`src/verilog/lane_cfg_pkg.sv`:
```
/*
 * Lane configuration
 * Element, register and register-file sizes of the single vector lane
 */
package lane_cfg_pkg;

  localparam int unsigned ElemWidth    = 16;
  localparam int unsigned NrElems      = 4;
  localparam int unsigned NrVRegs      = 8;
  localparam int unsigned VRegIdxWidth = 3;
  localparam int unsigned ElemIdxWidth = 2;
  localparam int unsigned VAddrWidth   = VRegIdxWidth + ElemIdxWidth;

  // Two banks split by element parity, two operand ports plus the probe
  localparam int unsigned NrBanks      = 2;
  localparam int unsigned BankDepth    = NrVRegs * NrElems / NrBanks;
  localparam int unsigned NrRdPorts    = 3;

  typedef logic [ElemWidth-1:0]    elem_t;
  typedef logic [VRegIdxWidth-1:0] vreg_idx_t;
  typedef logic [ElemIdxWidth-1:0] elem_idx_t;
  // Register number in the upper bits, element number in the lower bits
  typedef logic [VAddrWidth-1:0]   vaddr_t;

endpackage

```
`src/verilog/lane_op_pkg.sv`:
```
/*
 * Lane operation types
 * Operation word, instruction request, element token and write-back types
 */
package lane_op_pkg;

  typedef enum logic [2:0] {
    ALU_ADD = 3'd0,
    ALU_SUB = 3'd1,
    ALU_AND = 3'd2,
    ALU_OR  = 3'd3,
    ALU_XOR = 3'd4,
    ALU_MIN = 3'd5,
    ALU_MAX = 3'd6
  } alu_op_e;

  typedef enum logic {
    FU_ALU = 1'b0,
    FU_MUL = 1'b1
  } fu_e;

  // Swap exchanges the two operands before the operation
  typedef struct packed {
    logic    swap;
    alu_op_e op;
  } alu_view_t;

  typedef struct packed {
    logic high;  // upper half of the 32-bit product
    logic sgn;
    logic neg;
    logic rsvd;
  } mul_view_t;

  // Same four bits, decoded differently by each unit
  typedef union packed {
    alu_view_t alu;
    mul_view_t mul;
  } op_word_u;

  typedef struct packed {
    fu_e                     fu;
    op_word_u                op;
    lane_cfg_pkg::vreg_idx_t vd;
    lane_cfg_pkg::vreg_idx_t vs1;
    lane_cfg_pkg::vreg_idx_t vs2;
    lane_cfg_pkg::elem_idx_t vl;   // element count minus one
  } lane_req_t;

  typedef struct packed {
    op_word_u                op;
    lane_cfg_pkg::vreg_idx_t vd;
    lane_cfg_pkg::elem_idx_t idx;
    logic                    last;
    fu_e                     fu;
  } elem_tok_t;

  typedef struct packed {
    lane_cfg_pkg::vaddr_t addr;
    lane_cfg_pkg::elem_t  data;
    logic                 last;
  } fu_result_t;

  typedef struct packed {
    logic                 en;
    lane_cfg_pkg::vaddr_t addr;
    lane_cfg_pkg::elem_t  data;
  } vrf_wr_t;

  typedef struct packed {
    lane_cfg_pkg::vaddr_t addr;
    lane_cfg_pkg::elem_t  data;
  } ld_req_t;

endpackage

```
`src/verilog/lane_vrf.sv`:
```
/*
 * Lane vector register file
 * Two banks by element parity, three synchronous read ports, one write port
 */
`timescale 1ns/10ps

module lane_vrf (
  input  logic                 clk_i,
  input  logic                 rst_ni,
  input  lane_cfg_pkg::vaddr_t rd_addr_a_i,
  input  lane_cfg_pkg::vaddr_t rd_addr_b_i,
  input  lane_cfg_pkg::vaddr_t probe_addr_i,
  input  lane_op_pkg::vrf_wr_t wr_i,
  output lane_cfg_pkg::elem_t  rd_data_a_o,
  output lane_cfg_pkg::elem_t  rd_data_b_o,
  output lane_cfg_pkg::elem_t  probe_data_o
);

  lane_cfg_pkg::vaddr_t [lane_cfg_pkg::NrRdPorts-1:0] rd_addr;
  logic                 [lane_cfg_pkg::NrRdPorts-1:0] bank_sel_q;

  lane_cfg_pkg::elem_t [lane_cfg_pkg::NrRdPorts-1:0] bank_rd_q [lane_cfg_pkg::NrBanks];
  lane_cfg_pkg::elem_t mem_q [lane_cfg_pkg::NrBanks][lane_cfg_pkg::BankDepth];

  // Port order: operand a, operand b, probe
  assign rd_addr = {probe_addr_i, rd_addr_b_i, rd_addr_a_i};

  // Every bank reads its row for every port, old data on a read of the written word
  always_ff @(posedge clk_i) begin
    if (wr_i.en) begin
      mem_q[wr_i.addr[0]][wr_i.addr[lane_cfg_pkg::VAddrWidth-1:1]] <= wr_i.data;
    end
    for (int b = 0; b < lane_cfg_pkg::NrBanks; b++) begin
      for (int p = 0; p < lane_cfg_pkg::NrRdPorts; p++) begin
        bank_rd_q[b][p] <= mem_q[b][rd_addr[p][lane_cfg_pkg::VAddrWidth-1:1]];
      end
    end
  end

  // Parity of each read address picks the bank one cycle later
  always_ff @(posedge clk_i or negedge rst_ni) begin
    if (!rst_ni) begin
      bank_sel_q <= '0;
    end else begin
      for (int p = 0; p < lane_cfg_pkg::NrRdPorts; p++) begin
        bank_sel_q[p] <= rd_addr[p][0];
      end
    end
  end

  assign rd_data_a_o  = bank_rd_q[bank_sel_q[0]][0];
  assign rd_data_b_o  = bank_rd_q[bank_sel_q[1]][1];
  assign probe_data_o = bank_rd_q[bank_sel_q[2]][2];

endmodule

```
`src/verilog/lane_sequencer.sv`:
```
/*
 * Lane sequencer
 * Accepts one instruction at a time, checks the busy scoreboard and
 * issues the elements one per cycle to the ALU or the multiplier
 */
`timescale 1ns/10ps

module lane_sequencer (
  input  logic                    clk_i,
  input  logic                    rst_ni,
  input  lane_op_pkg::lane_req_t  req_i,
  input  logic                    req_valid_i,
  output logic                    req_ready_o,
  output lane_cfg_pkg::vaddr_t    rd_addr_a_o,
  output lane_cfg_pkg::vaddr_t    rd_addr_b_o,
  output lane_op_pkg::elem_tok_t  tok_o,
  output logic                    alu_issue_o,
  output logic                    mul_issue_o,
  input  logic                    alu_ready_i,
  input  logic                    mul_ready_i,
  input  logic                    clr_valid_i,
  input  lane_cfg_pkg::vreg_idx_t clr_vreg_i
);

  lane_op_pkg::lane_req_t           req_q;
  lane_cfg_pkg::elem_idx_t          cnt_q;
  logic                             busy_q;
  logic [lane_cfg_pkg::NrVRegs-1:0] sb_q;
  logic [lane_cfg_pkg::NrVRegs-1:0] sb_d;
  lane_op_pkg::elem_tok_t           tok_q;
  logic                             tok_valid_q;
  lane_cfg_pkg::vaddr_t             rd_a_q;
  lane_cfg_pkg::vaddr_t             rd_b_q;

  logic hazard;
  logic accept;
  logic tok_ready;
  logic tgt_ready;
  logic stall;
  logic issue;
  logic last;

  //////////////////////////////////////////////////////////////////////////////
  // Accept and scoreboard
  //////////////////////////////////////////////////////////////////////////////

  // Any register of the new instruction still waiting for its last write
  assign hazard      = sb_q[req_i.vs1] | sb_q[req_i.vs2] | sb_q[req_i.vd];
  assign req_ready_o = ~busy_q & ~hazard;
  assign accept      = req_valid_i & req_ready_o;

  always_comb begin
    sb_d = sb_q;
    if (clr_valid_i) begin
      sb_d[clr_vreg_i] = 1'b0;
    end
    if (accept) begin
      sb_d[req_i.vd] = 1'b1;
    end
  end

  //////////////////////////////////////////////////////////////////////////////
  // Element issue
  //////////////////////////////////////////////////////////////////////////////

  // A presented token its unit cannot take stays put
  assign tok_ready = (tok_q.fu == lane_op_pkg::FU_MUL) ? mul_ready_i : alu_ready_i;
  assign tgt_ready = (req_q.fu == lane_op_pkg::FU_MUL) ? mul_ready_i : alu_ready_i;
  assign stall     = tok_valid_q & ~tok_ready;
  assign issue     = busy_q & tgt_ready & ~stall;
  assign last      = (cnt_q == req_q.vl);

  // During a stall the held token's operands are read again
  assign rd_addr_a_o = stall ? rd_a_q : {req_q.vs1, cnt_q};
  assign rd_addr_b_o = stall ? rd_b_q : {req_q.vs2, cnt_q};

  always_ff @(posedge clk_i or negedge rst_ni) begin
    if (!rst_ni) begin
      busy_q      <= 1'b0;
      cnt_q       <= '0;
      sb_q        <= '0;
      tok_valid_q <= 1'b0;
    end else begin
      sb_q <= sb_d;
      if (accept) begin
        busy_q <= 1'b1;
        cnt_q  <= '0;
      end else if (issue) begin
        busy_q <= ~last;
        cnt_q  <= last ? '0 : cnt_q + lane_cfg_pkg::elem_idx_t'(1);
      end
      if (!stall) begin
        tok_valid_q <= issue;
      end
    end
  end

  always_ff @(posedge clk_i) begin
    if (accept) begin
      req_q <= req_i;
    end
    if (!stall) begin
      tok_q <= '{op: req_q.op, vd: req_q.vd, idx: cnt_q, last: last, fu: req_q.fu};
    end
    rd_a_q <= rd_addr_a_o;
    rd_b_q <= rd_addr_b_o;
  end

  // Token lines up with the read data of the cycle before
  assign tok_o       = tok_q;
  assign alu_issue_o = tok_valid_q & (tok_q.fu == lane_op_pkg::FU_ALU) & alu_ready_i;
  assign mul_issue_o = tok_valid_q & (tok_q.fu == lane_op_pkg::FU_MUL) & mul_ready_i;

endmodule

```
`src/verilog/lane_alu.sv`:
```
/*
 * Lane ALU
 * One-stage integer unit, result held until write-back grants it
 */
`timescale 1ns/10ps

module lane_alu (
  input  logic                    clk_i,
  input  logic                    rst_ni,
  input  lane_op_pkg::elem_tok_t  tok_i,
  input  logic                    valid_i,
  input  lane_cfg_pkg::elem_t     opa_i,
  input  lane_cfg_pkg::elem_t     opb_i,
  output logic                    ready_o,
  output lane_op_pkg::fu_result_t res_o,
  output logic                    res_valid_o,
  input  logic                    res_gnt_i
);

  lane_cfg_pkg::elem_t     a;
  lane_cfg_pkg::elem_t     b;
  lane_cfg_pkg::elem_t     y;
  lane_op_pkg::fu_result_t res_q;
  logic                    res_valid_q;

  assign a = tok_i.op.alu.swap ? opb_i : opa_i;
  assign b = tok_i.op.alu.swap ? opa_i : opb_i;

  // Wraparound arithmetic, signed compare for min and max
  always_comb begin
    case (tok_i.op.alu.op)
      lane_op_pkg::ALU_ADD: y = a + b;
      lane_op_pkg::ALU_SUB: y = a - b;
      lane_op_pkg::ALU_AND: y = a & b;
      lane_op_pkg::ALU_OR:  y = a | b;
      lane_op_pkg::ALU_XOR: y = a ^ b;
      lane_op_pkg::ALU_MIN: y = ($signed(a) < $signed(b)) ? a : b;
      lane_op_pkg::ALU_MAX: y = ($signed(a) > $signed(b)) ? a : b;
      default:              y = a;
    endcase
  end

  // Free slot, or the held result leaves this cycle
  assign ready_o = ~res_valid_q | res_gnt_i;

  always_ff @(posedge clk_i or negedge rst_ni) begin
    if (!rst_ni) begin
      res_valid_q <= 1'b0;
    end else if (ready_o) begin
      res_valid_q <= valid_i;
    end
  end

  always_ff @(posedge clk_i) begin
    if (valid_i && ready_o) begin
      res_q <= '{addr: {tok_i.vd, tok_i.idx}, data: y, last: tok_i.last};
    end
  end

  assign res_o       = res_q;
  assign res_valid_o = res_valid_q;

endmodule

```
`src/verilog/lane_mul.sv`:
```
/*
 * Lane multiplier
 * Two stages: 32-bit product, then optional negation and half select
 */
`timescale 1ns/10ps

module lane_mul (
  input  logic                    clk_i,
  input  logic                    rst_ni,
  input  lane_op_pkg::elem_tok_t  tok_i,
  input  logic                    valid_i,
  input  lane_cfg_pkg::elem_t     opa_i,
  input  lane_cfg_pkg::elem_t     opb_i,
  output logic                    ready_o,
  output lane_op_pkg::fu_result_t res_o,
  output logic                    res_valid_o,
  input  logic                    res_gnt_i
);

  logic [2*lane_cfg_pkg::ElemWidth-1:0] ext_a;
  logic [2*lane_cfg_pkg::ElemWidth-1:0] ext_b;
  logic [2*lane_cfg_pkg::ElemWidth-1:0] prod_q;
  logic [2*lane_cfg_pkg::ElemWidth-1:0] prod_n;
  lane_op_pkg::elem_tok_t               s1_tok_q;
  logic                                 s1_valid_q;
  lane_op_pkg::fu_result_t              res_q;
  logic                                 res_valid_q;
  logic                                 advance;

  // Sign extension gives the signed product in the low 32 bits
  assign ext_a = {{lane_cfg_pkg::ElemWidth{tok_i.op.mul.sgn & opa_i[lane_cfg_pkg::ElemWidth-1]}},
                  opa_i};
  assign ext_b = {{lane_cfg_pkg::ElemWidth{tok_i.op.mul.sgn & opb_i[lane_cfg_pkg::ElemWidth-1]}},
                  opb_i};

  // Whole pipe freezes on an ungranted result
  assign advance = ~res_valid_q | res_gnt_i;
  assign ready_o = advance;

  assign prod_n = s1_tok_q.op.mul.neg ? -prod_q : prod_q;

  always_ff @(posedge clk_i or negedge rst_ni) begin
    if (!rst_ni) begin
      s1_valid_q  <= 1'b0;
      res_valid_q <= 1'b0;
    end else if (advance) begin
      s1_valid_q  <= valid_i;
      res_valid_q <= s1_valid_q;
    end
  end

  always_ff @(posedge clk_i) begin
    if (advance && valid_i) begin
      prod_q   <= ext_a * ext_b;
      s1_tok_q <= tok_i;
    end
    if (advance && s1_valid_q) begin
      res_q.addr <= {s1_tok_q.vd, s1_tok_q.idx};
      res_q.data <= s1_tok_q.op.mul.high ? prod_n[2*lane_cfg_pkg::ElemWidth-1:lane_cfg_pkg::ElemWidth]
                                         : prod_n[lane_cfg_pkg::ElemWidth-1:0];
      res_q.last <= s1_tok_q.last;
    end
  end

  assign res_o       = res_q;
  assign res_valid_o = res_valid_q;

endmodule

```
`src/verilog/lane_writeback.sv`:
```
/*
 * Lane write-back
 * Fixed priority onto the write port: multiplier, ALU, then loads
 */
`timescale 1ns/10ps

module lane_writeback (
  input  logic                    clk_i,
  input  logic                    rst_ni,
  input  lane_op_pkg::fu_result_t alu_res_i,
  input  logic                    alu_valid_i,
  output logic                    alu_gnt_o,
  input  lane_op_pkg::fu_result_t mul_res_i,
  input  logic                    mul_valid_i,
  output logic                    mul_gnt_o,
  input  lane_op_pkg::ld_req_t    ld_i,
  input  logic                    ld_valid_i,
  output logic                    ld_ready_o,
  output lane_op_pkg::vrf_wr_t    wr_o,
  output logic                    clr_valid_o,
  output lane_cfg_pkg::vreg_idx_t clr_vreg_o,
  output logic                    alu_done_o,
  output logic                    mul_done_o
);

  logic alu_last;
  logic mul_last;
  logic alu_done_q;
  logic mul_done_q;

  assign mul_gnt_o  = mul_valid_i;
  assign alu_gnt_o  = alu_valid_i & ~mul_valid_i;
  assign ld_ready_o = ld_valid_i & ~mul_valid_i & ~alu_valid_i;

  always_comb begin
    wr_o.en = mul_valid_i | alu_valid_i | ld_valid_i;
    if (mul_valid_i) begin
      wr_o.addr = mul_res_i.addr;
      wr_o.data = mul_res_i.data;
    end else if (alu_valid_i) begin
      wr_o.addr = alu_res_i.addr;
      wr_o.data = alu_res_i.data;
    end else begin
      wr_o.addr = ld_i.addr;
      wr_o.data = ld_i.data;
    end
  end

  // Last element written frees its destination register
  assign mul_last    = mul_gnt_o & mul_res_i.last;
  assign alu_last    = alu_gnt_o & alu_res_i.last;
  assign clr_valid_o = mul_last | alu_last;
  assign clr_vreg_o  = wr_o.addr[lane_cfg_pkg::ElemIdxWidth +: lane_cfg_pkg::VRegIdxWidth];

  always_ff @(posedge clk_i or negedge rst_ni) begin
    if (!rst_ni) begin
      alu_done_q <= 1'b0;
      mul_done_q <= 1'b0;
    end else begin
      alu_done_q <= alu_last;
      mul_done_q <= mul_last;
    end
  end

  assign alu_done_o = alu_done_q;
  assign mul_done_o = mul_done_q;

endmodule

```
`src/verilog/lane_top.sv`:
```
/*
 * Vector lane top level
 * Register file, sequencer, ALU and multiplier side by side, write-back
 */
`timescale 1ns/10ps

module lane_top (
  input  logic                   clk_i,
  input  logic                   rst_ni,
  input  lane_op_pkg::lane_req_t req_i,
  input  logic                   req_valid_i,
  output logic                   req_ready_o,
  input  lane_op_pkg::ld_req_t   ld_i,
  input  logic                   ld_valid_i,
  output logic                   ld_ready_o,
  input  lane_cfg_pkg::vaddr_t   probe_addr_i,
  output lane_cfg_pkg::elem_t    probe_data_o,
  output logic                   alu_done_o,
  output logic                   mul_done_o
);

  lane_cfg_pkg::vaddr_t    rd_addr_a, rd_addr_b;
  lane_cfg_pkg::elem_t     rd_data_a, rd_data_b;
  lane_op_pkg::elem_tok_t  tok;
  logic                    alu_issue, mul_issue;
  logic                    alu_ready, mul_ready;
  lane_op_pkg::fu_result_t alu_res, mul_res;
  logic                    alu_res_valid, mul_res_valid;
  logic                    alu_gnt, mul_gnt;
  lane_op_pkg::vrf_wr_t    vrf_wr;
  logic                    clr_valid;
  lane_cfg_pkg::vreg_idx_t clr_vreg;

  //////////////////////////////////////////////////////////////////////////////
  // Register file and sequencer
  //////////////////////////////////////////////////////////////////////////////

  lane_vrf i_lane_vrf (
    .clk_i       (clk_i       ),
    .rst_ni      (rst_ni      ),
    .rd_addr_a_i (rd_addr_a   ),
    .rd_addr_b_i (rd_addr_b   ),
    .probe_addr_i(probe_addr_i),
    .wr_i        (vrf_wr      ),
    .rd_data_a_o (rd_data_a   ),
    .rd_data_b_o (rd_data_b   ),
    .probe_data_o(probe_data_o)
  );

  lane_sequencer i_lane_sequencer (
    .clk_i      (clk_i      ),
    .rst_ni     (rst_ni     ),
    .req_i      (req_i      ),
    .req_valid_i(req_valid_i),
    .req_ready_o(req_ready_o),
    .rd_addr_a_o(rd_addr_a  ),
    .rd_addr_b_o(rd_addr_b  ),
    .tok_o      (tok        ),
    .alu_issue_o(alu_issue  ),
    .mul_issue_o(mul_issue  ),
    .alu_ready_i(alu_ready  ),
    .mul_ready_i(mul_ready  ),
    .clr_valid_i(clr_valid  ),
    .clr_vreg_i (clr_vreg   )
  );

  //////////////////////////////////////////////////////////////////////////////
  // Functional units and write-back
  //////////////////////////////////////////////////////////////////////////////

  // Both units see the same token and operands, the issue strobe selects one
  lane_alu i_lane_alu (
    .clk_i      (clk_i        ),
    .rst_ni     (rst_ni       ),
    .tok_i      (tok          ),
    .valid_i    (alu_issue    ),
    .opa_i      (rd_data_a    ),
    .opb_i      (rd_data_b    ),
    .ready_o    (alu_ready    ),
    .res_o      (alu_res      ),
    .res_valid_o(alu_res_valid),
    .res_gnt_i  (alu_gnt      )
  );

  lane_mul i_lane_mul (
    .clk_i      (clk_i        ),
    .rst_ni     (rst_ni       ),
    .tok_i      (tok          ),
    .valid_i    (mul_issue    ),
    .opa_i      (rd_data_a    ),
    .opb_i      (rd_data_b    ),
    .ready_o    (mul_ready    ),
    .res_o      (mul_res      ),
    .res_valid_o(mul_res_valid),
    .res_gnt_i  (mul_gnt      )
  );

  lane_writeback i_lane_writeback (
    .clk_i      (clk_i        ),
    .rst_ni     (rst_ni       ),
    .alu_res_i  (alu_res      ),
    .alu_valid_i(alu_res_valid),
    .alu_gnt_o  (alu_gnt      ),
    .mul_res_i  (mul_res      ),
    .mul_valid_i(mul_res_valid),
    .mul_gnt_o  (mul_gnt      ),
    .ld_i       (ld_i         ),
    .ld_valid_i (ld_valid_i   ),
    .ld_ready_o (ld_ready_o   ),
    .wr_o       (vrf_wr       ),
    .clr_valid_o(clr_valid    ),
    .clr_vreg_o (clr_vreg     ),
    .alu_done_o (alu_done_o   ),
    .mul_done_o (mul_done_o   )
  );

endmodule

```
`config.mk`:
```
export PLATFORM = sky130hd
export DESIGN_NAME = lane_top
export DESIGN_NICKNAME = d
export VERILOG_FILES = /design/src/verilog/lane_cfg_pkg.sv /design/src/verilog/lane_op_pkg.sv /design/src/verilog/lane_vrf.sv /design/src/verilog/lane_sequencer.sv /design/src/verilog/lane_alu.sv /design/src/verilog/lane_mul.sv /design/src/verilog/lane_writeback.sv /design/src/verilog/lane_top.sv
export SDC_FILE = /design/constraint.sdc
export NUM_CORES = 2
export LEC_CHECK = 0
export BUFFER_PORTS_ARGS = -buffer_cell sky130_fd_sc_hd__buf_2
export CELL_PAD_IN_SITES_DETAIL_PLACEMENT = 0
export CELL_PAD_IN_SITES_GLOBAL_PLACEMENT = 2
export CORE_ASPECT_RATIO = 0.8
export CORE_MARGIN = 2
export CORE_UTILIZATION = 43
export DETAILED_ROUTE_END_ITERATION = 10
export HOLD_SLACK_MARGIN = 0.03
export PLACE_DENSITY_LB_ADDON = 0.1
export SLEW_MARGIN = 10
export SYNTH_ARGS = -nofsm -noshare
export SYNTH_HDL_FRONTEND = slang
export SYNTH_SLANG_ARGS = --single-unit
```
`constraint.sdc`:
```
create_clock -name clk_i -period 8.2 [get_ports clk_i]
set_input_delay 0.82 -clock clk_i [delete_from_list [all_inputs] [get_ports clk_i]]
set_output_delay 0.82 -clock clk_i [all_outputs]
set_load 0.1 [all_outputs]
```
# [Word level (Yosys, flattened, before mapping)]
# Memories as Yosys holds them, arrays and structs flattened.
# Cells that the tools add are included.
[totals] memories=2 elab_cells=158 ff_bits=143 in_bits=46 out_inout_bits=20 ram_bits=608
[mem_list] name="i_lane_vrf.mem_q" words=2 word_bits=256 read_ports=2 rd_clocked_by_memory_dff=0 write_ports=1 line="lane_vrf.sv:23" rtl="lane_cfg_pkg::elem_t mem_q [lane_cfg_pkg::NrBanks][lane_cfg_pkg::BankDepth];"
[mem_list] name="i_lane_vrf.bank_rd_q" words=2 word_bits=48 read_ports=3 rd_clocked_by_memory_dff=0 write_ports=2 line="lane_vrf.sv:22" rtl="lane_cfg_pkg::elem_t [lane_cfg_pkg::NrRdPorts-1:0] bank_rd_q [lane_cfg_pkg::NrBanks];"
[classes] reduce_logical=6 addsub=4 eq_ne=7 mul=1 mux=52 bitwise_logic=39 order_cmp=13
[op_table] op="$bmux W16 S4" count=6
[op_table] op="$mux W16" count=18
[op_table] op="$mux W256" count=1
[op_table] op="$pmux W16 S7" count=1
[op_table] op="$demux W16 S4" count=1
[op_table] op="$mux W21" count=2
[op_table] op="$mul A17 B17 Y32" count=1
[op_table] op="$mux W32" count=1
[op_table] op="$neg A32 Y32" count=1
[op_table] op="$ge A5 B5 Y1 const B" count=4
[op_table] op="$not A4 Y5" count=4
[op_table] op="$add A16 B16 Y16" count=1
[op_table] op="$and A16 B16 Y16" count=1
[op_table] op="$gt A16 B16 Y1" count=1
[op_table] op="$lt A16 B16 Y1" count=1
[op_table] op="$lt A3 B4 Y1 const B" count=4
[op_table] op="$mux W8" count=2
[op_table] op="$or A16 B16 Y16" count=1
[op_table] op="$sub A16 B16 Y16" count=1
[op_table] op="$xor A16 B16 Y16" count=1
[op_table] op="$and A1 B1 Y1" count=15
[op_table] op="$mux W1" count=10
[op_table] op="$mux W5" count=2
[op_table] op="$bmux W1 S3" count=3
[op_table] op="other kinds (17)" count=39

# [Logic depth before layout (Yosys ltp)]
[logic_depth] depth_word=11 mapped_depth=28

# [Modules after synthesis]
# From an unflattened synthesis, not the netlist that was laid out.
[hier_totals] cells_unflattened=3614 area_unflattened_um2=49124.6
[by_module_without_submodules] mod="lane_vrf" area_each_um2=29278.1 cells_each=1524 instances=1 seq_area_each_um2=17371.7
[by_module_without_submodules] mod="lane_mul" area_each_um2=13230.2 cells_each=1358 instances=1 seq_area_each_um2=1911.8
[by_module_without_submodules] mod="lane_alu" area_each_um2=4018.9 cells_each=512 instances=1 seq_area_each_um2=685.7
[by_module_without_submodules] mod="lane_sequencer" area_each_um2=2005.7 cells_each=137 instances=1 seq_area_each_um2=1311.3
[by_module_without_submodules] mod="lane_writeback" area_each_um2=591.8 cells_each=83 instances=1 seq_area_each_um2=50.0

# [Worst setup path after synthesis]
# No wires, ideal clock.
[synth_path] path_kind="reg2reg" from="reg i_lane_vrf.bank_sel_q[0] (netlist bit)" to="reg i_lane_mul.prod_q[30] (netlist bit) (data pin)" synth_period_minus_slack_ns=7.190 required_ns=7.929 path_slack_ns=1.010 arrival_time_ns=6.919 setup_time_ns=0.271 stages_incl_launch_ff=27 cell_sequence="dfrtp_1 clkbuf_1 clkbuf_1 mux2i_1 clkbuf_1 nor2_1 nand2_1 inv_1 fa_1 inv_1 fa_1 inv_1 fa_1 fa_1 fa_1 inv_1 fa_1 inv_1 ha_1 nand2_1 nor2_1 and2_1 or4b_1 a211o_1 a31oi_1 mux2i_1 o2111ai_1"
[synth_between] elab_chain_len=3
[synth_rtl] element="start: declaration" line="lane_vrf.sv:20" rtl="logic [lane_cfg_pkg::NrRdPorts-1:0] bank_sel_q;"
[synth_rtl] element="start signal: indexed assignment" line="lane_vrf.sv:46" rtl="bank_sel_q[p] <= rd_addr[p][0];"
[synth_rtl] element="$mem_v2 Z2 W48 *"
[synth_rtl] element="$and A1 B1 Y1" line="lane_mul.sv:31" rtl="assign ext_a = {{lane_cfg_pkg::ElemWidth{tok_i.op.mul.sgn & opa_i[lane_cfg_pkg::ElemWidth-1]}},"
[synth_rtl] element="$mul A17 B17 Y32 *" line="lane_mul.sv:54" rtl="prod_q <= ext_a * ext_b;"
[synth_rtl] element="end signal: assignment" line="lane_mul.sv:54"
[synth_rtl] element="end: declaration" line="lane_mul.sv:22" rtl="logic [2*lane_cfg_pkg::ElemWidth-1:0] prod_q;"
# Every way passes the cells marked *; elsewhere a longest branch is shown, timed or not.
# A chain may end at the register's enable or synchronous reset.

# [Final worst setup path]
# Ends and elaborated chain as after synthesis.

==> metrics.log <==
INFO  metric detailroute.via_count = 39.95k
INFO  metric min_period = 7.670 ns
INFO  metric critical_path_class = flop to flop
INFO  metric globalRouteMet1Util = 45.73%
INFO  metric path_clk_slew = 0.06 ns
INFO  metric synthDistinctLibCells = 83
INFO  metric outcome = complete, no violations
INFO  metric portBuffers = 65
INFO  metric period_share = 93.53%
INFO  metric proportion_of_synthesized_flip_flops_having_asynchronous_set_or_reset = 2.670%
INFO  metric floorplan.io_pins = 66
INFO  metric post_synth_instance_area = 50710 um2
INFO  metric critical_path.startpoint_type = flop
INFO  metric routed_via_density = 6.071
INFO  metric cts_max_level = 3
INFO  metric antenna_found_initial = 9
INFO  metric fin_worst_skew = 0.02521 ns
INFO  metric numPlacedInstances = 6424
INFO  metric clock_tree_from_tritoncts = built
INFO  metric cts_made_buffers = 83
INFO  metric post_route_cells_drive_above_1_share = 12.50%
INFO  metric post_synth_inst_count = 5015
INFO  metric layout.nets = 5431
INFO  metric cts_resized = 0
INFO  metric syn_area_per_cell = 10.11 um2
INFO  metric synth_seq_area_share = 42.07%
INFO  metric crit_required = 8.61 ns
INFO  metric synthesis.yosys.warnings = 0
INFO  metric global_route.usage.total = 30.61%
INFO  metric grt_setup_unrepaired = false
INFO  metric rows = 112
INFO  metric fin_util = 47.94%
INFO  metric timing.final.hold_violations = 0
INFO  metric global_route.overflow_total = 0
INFO  metric slew_viol_final = 0
INFO  metric setup_viol = 0
INFO  metric die_height = 311.1 um
INFO  metric detail_route.drc_violations = 0
INFO  metric global_route.peak_usage_layer = met1
INFO  metric crit_path_end_kind = flop
INFO  metric grt_pass1_wl = 271400 um
INFO  metric synth-edff-count = 623
INFO  metric cts.sinks = 749
INFO  metric grt_max_degree = 131
INFO  metric hpwl = 120400 um
INFO  metric slew-limit-headroom = 22.94%
INFO  metric drt_wl_total = 184800 um
INFO  metric final-instance-count-excl-fill = 6580
INFO  metric worstMarginPinSlew = 1.144 ns
INFO  metric area.growth.synth_to_final = 10.36%
INFO  metric synth_fp_nets = 5476
INFO  metric antenna_violation_net_count_after_detailed_routing = 0
INFO  metric critical_path_peak_fanout = 18
INFO  metric cts_hold_repair.buffers = 0
INFO  metric clockBufferDepth = 3
INFO  metric die-area = 120700 um2
INFO  metric grt_pass1_vias = 38.99k
INFO  metric cp_data_arrival_time = 8.08 ns
INFO  metric worstHoldPathType = input pin to async pin
INFO  metric initial_core_util = 43.44%
INFO  metric postSynthRegisterBits = 749
INFO  metric cap_viol_max_count = 0
INFO  metric max_freq = 0.1304 GHz
INFO  metric fin_setup_tns = 0 ns
INFO  metric grt_use_met2 = 44.71%
INFO  metric routing_usage_on_met3 = 6.296%
INFO  metric die_w = 387.9 um
INFO  metric core-area = 116700 um2
INFO  metric cts_root_buffer = sky130_fd_sc_hd__clkbuf_16
INFO  metric synth_ff_type = sky130_fd_sc_hd__edfxtp_1
INFO  metric worst_skew_pair_later_pin_latency = 0.70 ns
INFO  metric place.gp.congestion = 0.8994
INFO  metric drt-wirelength-per-cell = 28.08 um
INFO  metric drt_iter0_markers = 4356
INFO  metric number_of_buffers_inserted_by_post_cts_setup_repair = 0
INFO  metric first_pass_iters = 6
-- layer usage --
| metal | vias to the layer above | wire length, um |
|---|---|---|
| met4 | 4 | 5812 |
| met3 | 295 | 17280 |
| met2 | 1945 | 78990 |
| met1 | 20140 | 82660 |
| met5 | - | 22 |
| li1 | 17560 | - |
-- registers in the layout, indices dropped and copies added, names as in the netlist, 8 cells and up --
| name | flops |
|---|---|
| i_lane_sequencer.sb_q | 8 |
| i_lane_vrf.bank_rd_q | 96 |
| i_lane_alu.res_o | 22 |
| i_lane_vrf.mem_q | 512 |
| i_lane_sequencer.req_q | 16 |
| i_lane_mul.s1_tok_q | 8 |
| i_lane_mul.prod_q | 32 |
| i_lane_sequencer.tok_o | 11 |
| i_lane_mul.res_o | 22 |
-- layout make-up --
type | instances | area [um2]
antenna | 3 | 7.507
clock buffer | 120 | 2328
inverter | 382 | 1454
tap | 1539 | 1926
multi-input combinational | 3549 | 26850
fill | 10810 | 60770
clock inverter | 33 | 541.8
sequential | 749 | 21340
timing repair buffer | 205 | 1520
-- final timing paths --
kind / startpoint / endpoint / depth (start not counted) / slack (ns)
setup / recovery: i_lane_vrf.bank_sel_q[0] / i_lane_mul.prod_q[30] / 23 / 0.53
hold / removal: rst_ni / i_lane_sequencer.sb_q[3] / 1 / 0.14
setup reg to reg: i_lane_vrf.bank_sel_q[0] / i_lane_mul.prod_q[30] / 23 / 0.53
hold reg to reg: i_lane_mul.s1_tok_q[1] / i_lane_mul.res_o[0] / 0 / 0.42
max in group asynchronous: rst_ni / i_lane_vrf.bank_sel_q[0] / 1 / 7.60
min in group clk_i: probe_addr_i[0] / i_lane_vrf.bank_sel_q[2] / 1 / 0.23
-- worst max-delay path, cell delays in order, from the launching register on --
cell	delay [ns]
sky130_fd_sc_hd__dfrtp_2	0.68
sky130_fd_sc_hd__mux2i_1	0.18
sky130_fd_sc_hd__nor2_1	0.70
sky130_fd_sc_hd__nand2_1	0.21
sky130_fd_sc_hd__inv_1	0.18
sky130_fd_sc_hd__fa_1	0.50
sky130_fd_sc_hd__inv_1	0.24
sky130_fd_sc_hd__fa_1	0.45
sky130_fd_sc_hd__inv_1	0.08
sky130_fd_sc_hd__fa_1	0.44
sky130_fd_sc_hd__fa_1	0.50
sky130_fd_sc_hd__fa_1	0.49
sky130_fd_sc_hd__inv_1	0.05
sky130_fd_sc_hd__fa_1	0.47
sky130_fd_sc_hd__inv_1	0.04
sky130_fd_sc_hd__ha_1	0.33
sky130_fd_sc_hd__nand2_1	0.11
sky130_fd_sc_hd__nor2_1	0.16
sky130_fd_sc_hd__and2_1	0.15
sky130_fd_sc_hd__or4b_1	0.49
sky130_fd_sc_hd__a211o_1	0.34
sky130_fd_sc_hd__a31oi_1	0.23
sky130_fd_sc_hd__mux2i_1	0.22
sky130_fd_sc_hd__o2111ai_1	0.14
-- synth_stat cells (7+ instances only) --
library cell	n	share of area, %
sky130_fd_sc_hd__or3_1	13	0.16
sky130_fd_sc_hd__nand2b_1	10	0.12
sky130_fd_sc_hd__nor2b_1	75	0.93
sky130_fd_sc_hd__nand2_1	1186	8.8
sky130_fd_sc_hd__o21ai_0	96	0.95
sky130_fd_sc_hd__a21oi_1	99	0.98
sky130_fd_sc_hd__mux2i_1	77	1.5
sky130_fd_sc_hd__a211oi_1	73	1.1
sky130_fd_sc_hd__a31oi_1	74	0.91
sky130_fd_sc_hd__o21bai_1	7	0.10
sky130_fd_sc_hd__inv_1	377	2.8
sky130_fd_sc_hd__mux2_2	48	1.1
sky130_fd_sc_hd__a21o_1	11	0.16
sky130_fd_sc_hd__ha_1	131	3.2
sky130_fd_sc_hd__o22ai_1	7	0.086
sky130_fd_sc_hd__dfrtp_1	20	0.99
sky130_fd_sc_hd__nand3_1	534	5.3
sky130_fd_sc_hd__o21a_1	18	0.27
sky130_fd_sc_hd__fa_1	284	11
sky130_fd_sc_hd__buf_2	63	0.62
sky130_fd_sc_hd__xnor2_1	48	0.83
sky130_fd_sc_hd__dfxtp_1	106	4.2
sky130_fd_sc_hd__o31ai_1	18	0.27
sky130_fd_sc_hd__xor2_1	26	0.45
sky130_fd_sc_hd__edfxtp_1	623	37
sky130_fd_sc_hd__o21ai_1	13	0.13
sky130_fd_sc_hd__a221oi_1	7	0.12
sky130_fd_sc_hd__a222oi_1	7	0.14
sky130_fd_sc_hd__clkbuf_1	241	1.8
sky130_fd_sc_hd__buf_1	30	0.22
sky130_fd_sc_hd__mux4_2	165	7.3
sky130_fd_sc_hd__nor3_1	24	0.24
sky130_fd_sc_hd__and2_1	11	0.14
sky130_fd_sc_hd__nor2_1	246	1.8
sky130_fd_sc_hd__nor4_1	8	0.099
sky130_fd_sc_hd__a311oi_1	130	2.2
-- placed cells by master (no fill, tap or decap), types with 11 or more instances in the layout --
cell type and count:
sky130_fd_sc_hd__a21oi_1 98, sky130_fd_sc_hd__ha_1 131, sky130_fd_sc_hd__o21ai_2 15, sky130_fd_sc_hd__nand2_1 1186, sky130_fd_sc_hd__bufinv_16 13, sky130_fd_sc_hd__o21ai_0 79, sky130_fd_sc_hd__nor2_1 214, sky130_fd_sc_hd__clkbuf_1 28
sky130_fd_sc_hd__fa_1 284, sky130_fd_sc_hd__dfrtp_1 15, sky130_fd_sc_hd__mux2i_1 69, sky130_fd_sc_hd__o21ai_1 14, sky130_fd_sc_hd__nor3_1 24, sky130_fd_sc_hd__xnor2_1 48, sky130_fd_sc_hd__xor2_1 26, sky130_fd_sc_hd__mux4_2 165
sky130_fd_sc_hd__or3_1 13, sky130_fd_sc_hd__a31oi_1 74, sky130_fd_sc_hd__dfxtp_1 106, sky130_fd_sc_hd__nor2_2 32, sky130_fd_sc_hd__buf_4 131, sky130_fd_sc_hd__o21a_1 18, sky130_fd_sc_hd__a21o_1 11, sky130_fd_sc_hd__inv_1 375
sky130_fd_sc_hd__a211oi_1 73, sky130_fd_sc_hd__a311oi_1 130, sky130_fd_sc_hd__clkbuf_16 85, sky130_fd_sc_hd__mux2_2 48, sky130_fd_sc_hd__nor2b_1 75, sky130_fd_sc_hd__o31ai_1 18, sky130_fd_sc_hd__nand3_1 534, sky130_fd_sc_hd__buf_2 62
sky130_fd_sc_hd__edfxtp_1 623
-- logic make-up after synthesis --
family	count (synthesis)	share of synthesized area, %
AND/OR/NAND/NOR	2147	18.17
multiplexers	293	9.991
flip-flops	749	42.07
XOR/XNOR	74	1.278
AO/OA/AOI/OAI	620	8.580
adder cells (fa/ha/maj)	415	14.44
buffers and inverters	717	5.470
-- through the flow --
stage	hold slack, ns	worst slack, ns	cell area (um2)
after floorplan	0.4003	1.010	50710
after global placement	0.4012	0.7959	53070
after detailed placement	0.4056	0.6725	53080
after CTS	0.1099	0.6368	55950
after global routing	0.1437	0.09141	55950
final	0.1391	0.5303	55960
Power is left out: the tool's default activity adds up to more than one toggle a clock period on the data nets, which glitch-free logic cannot reach.
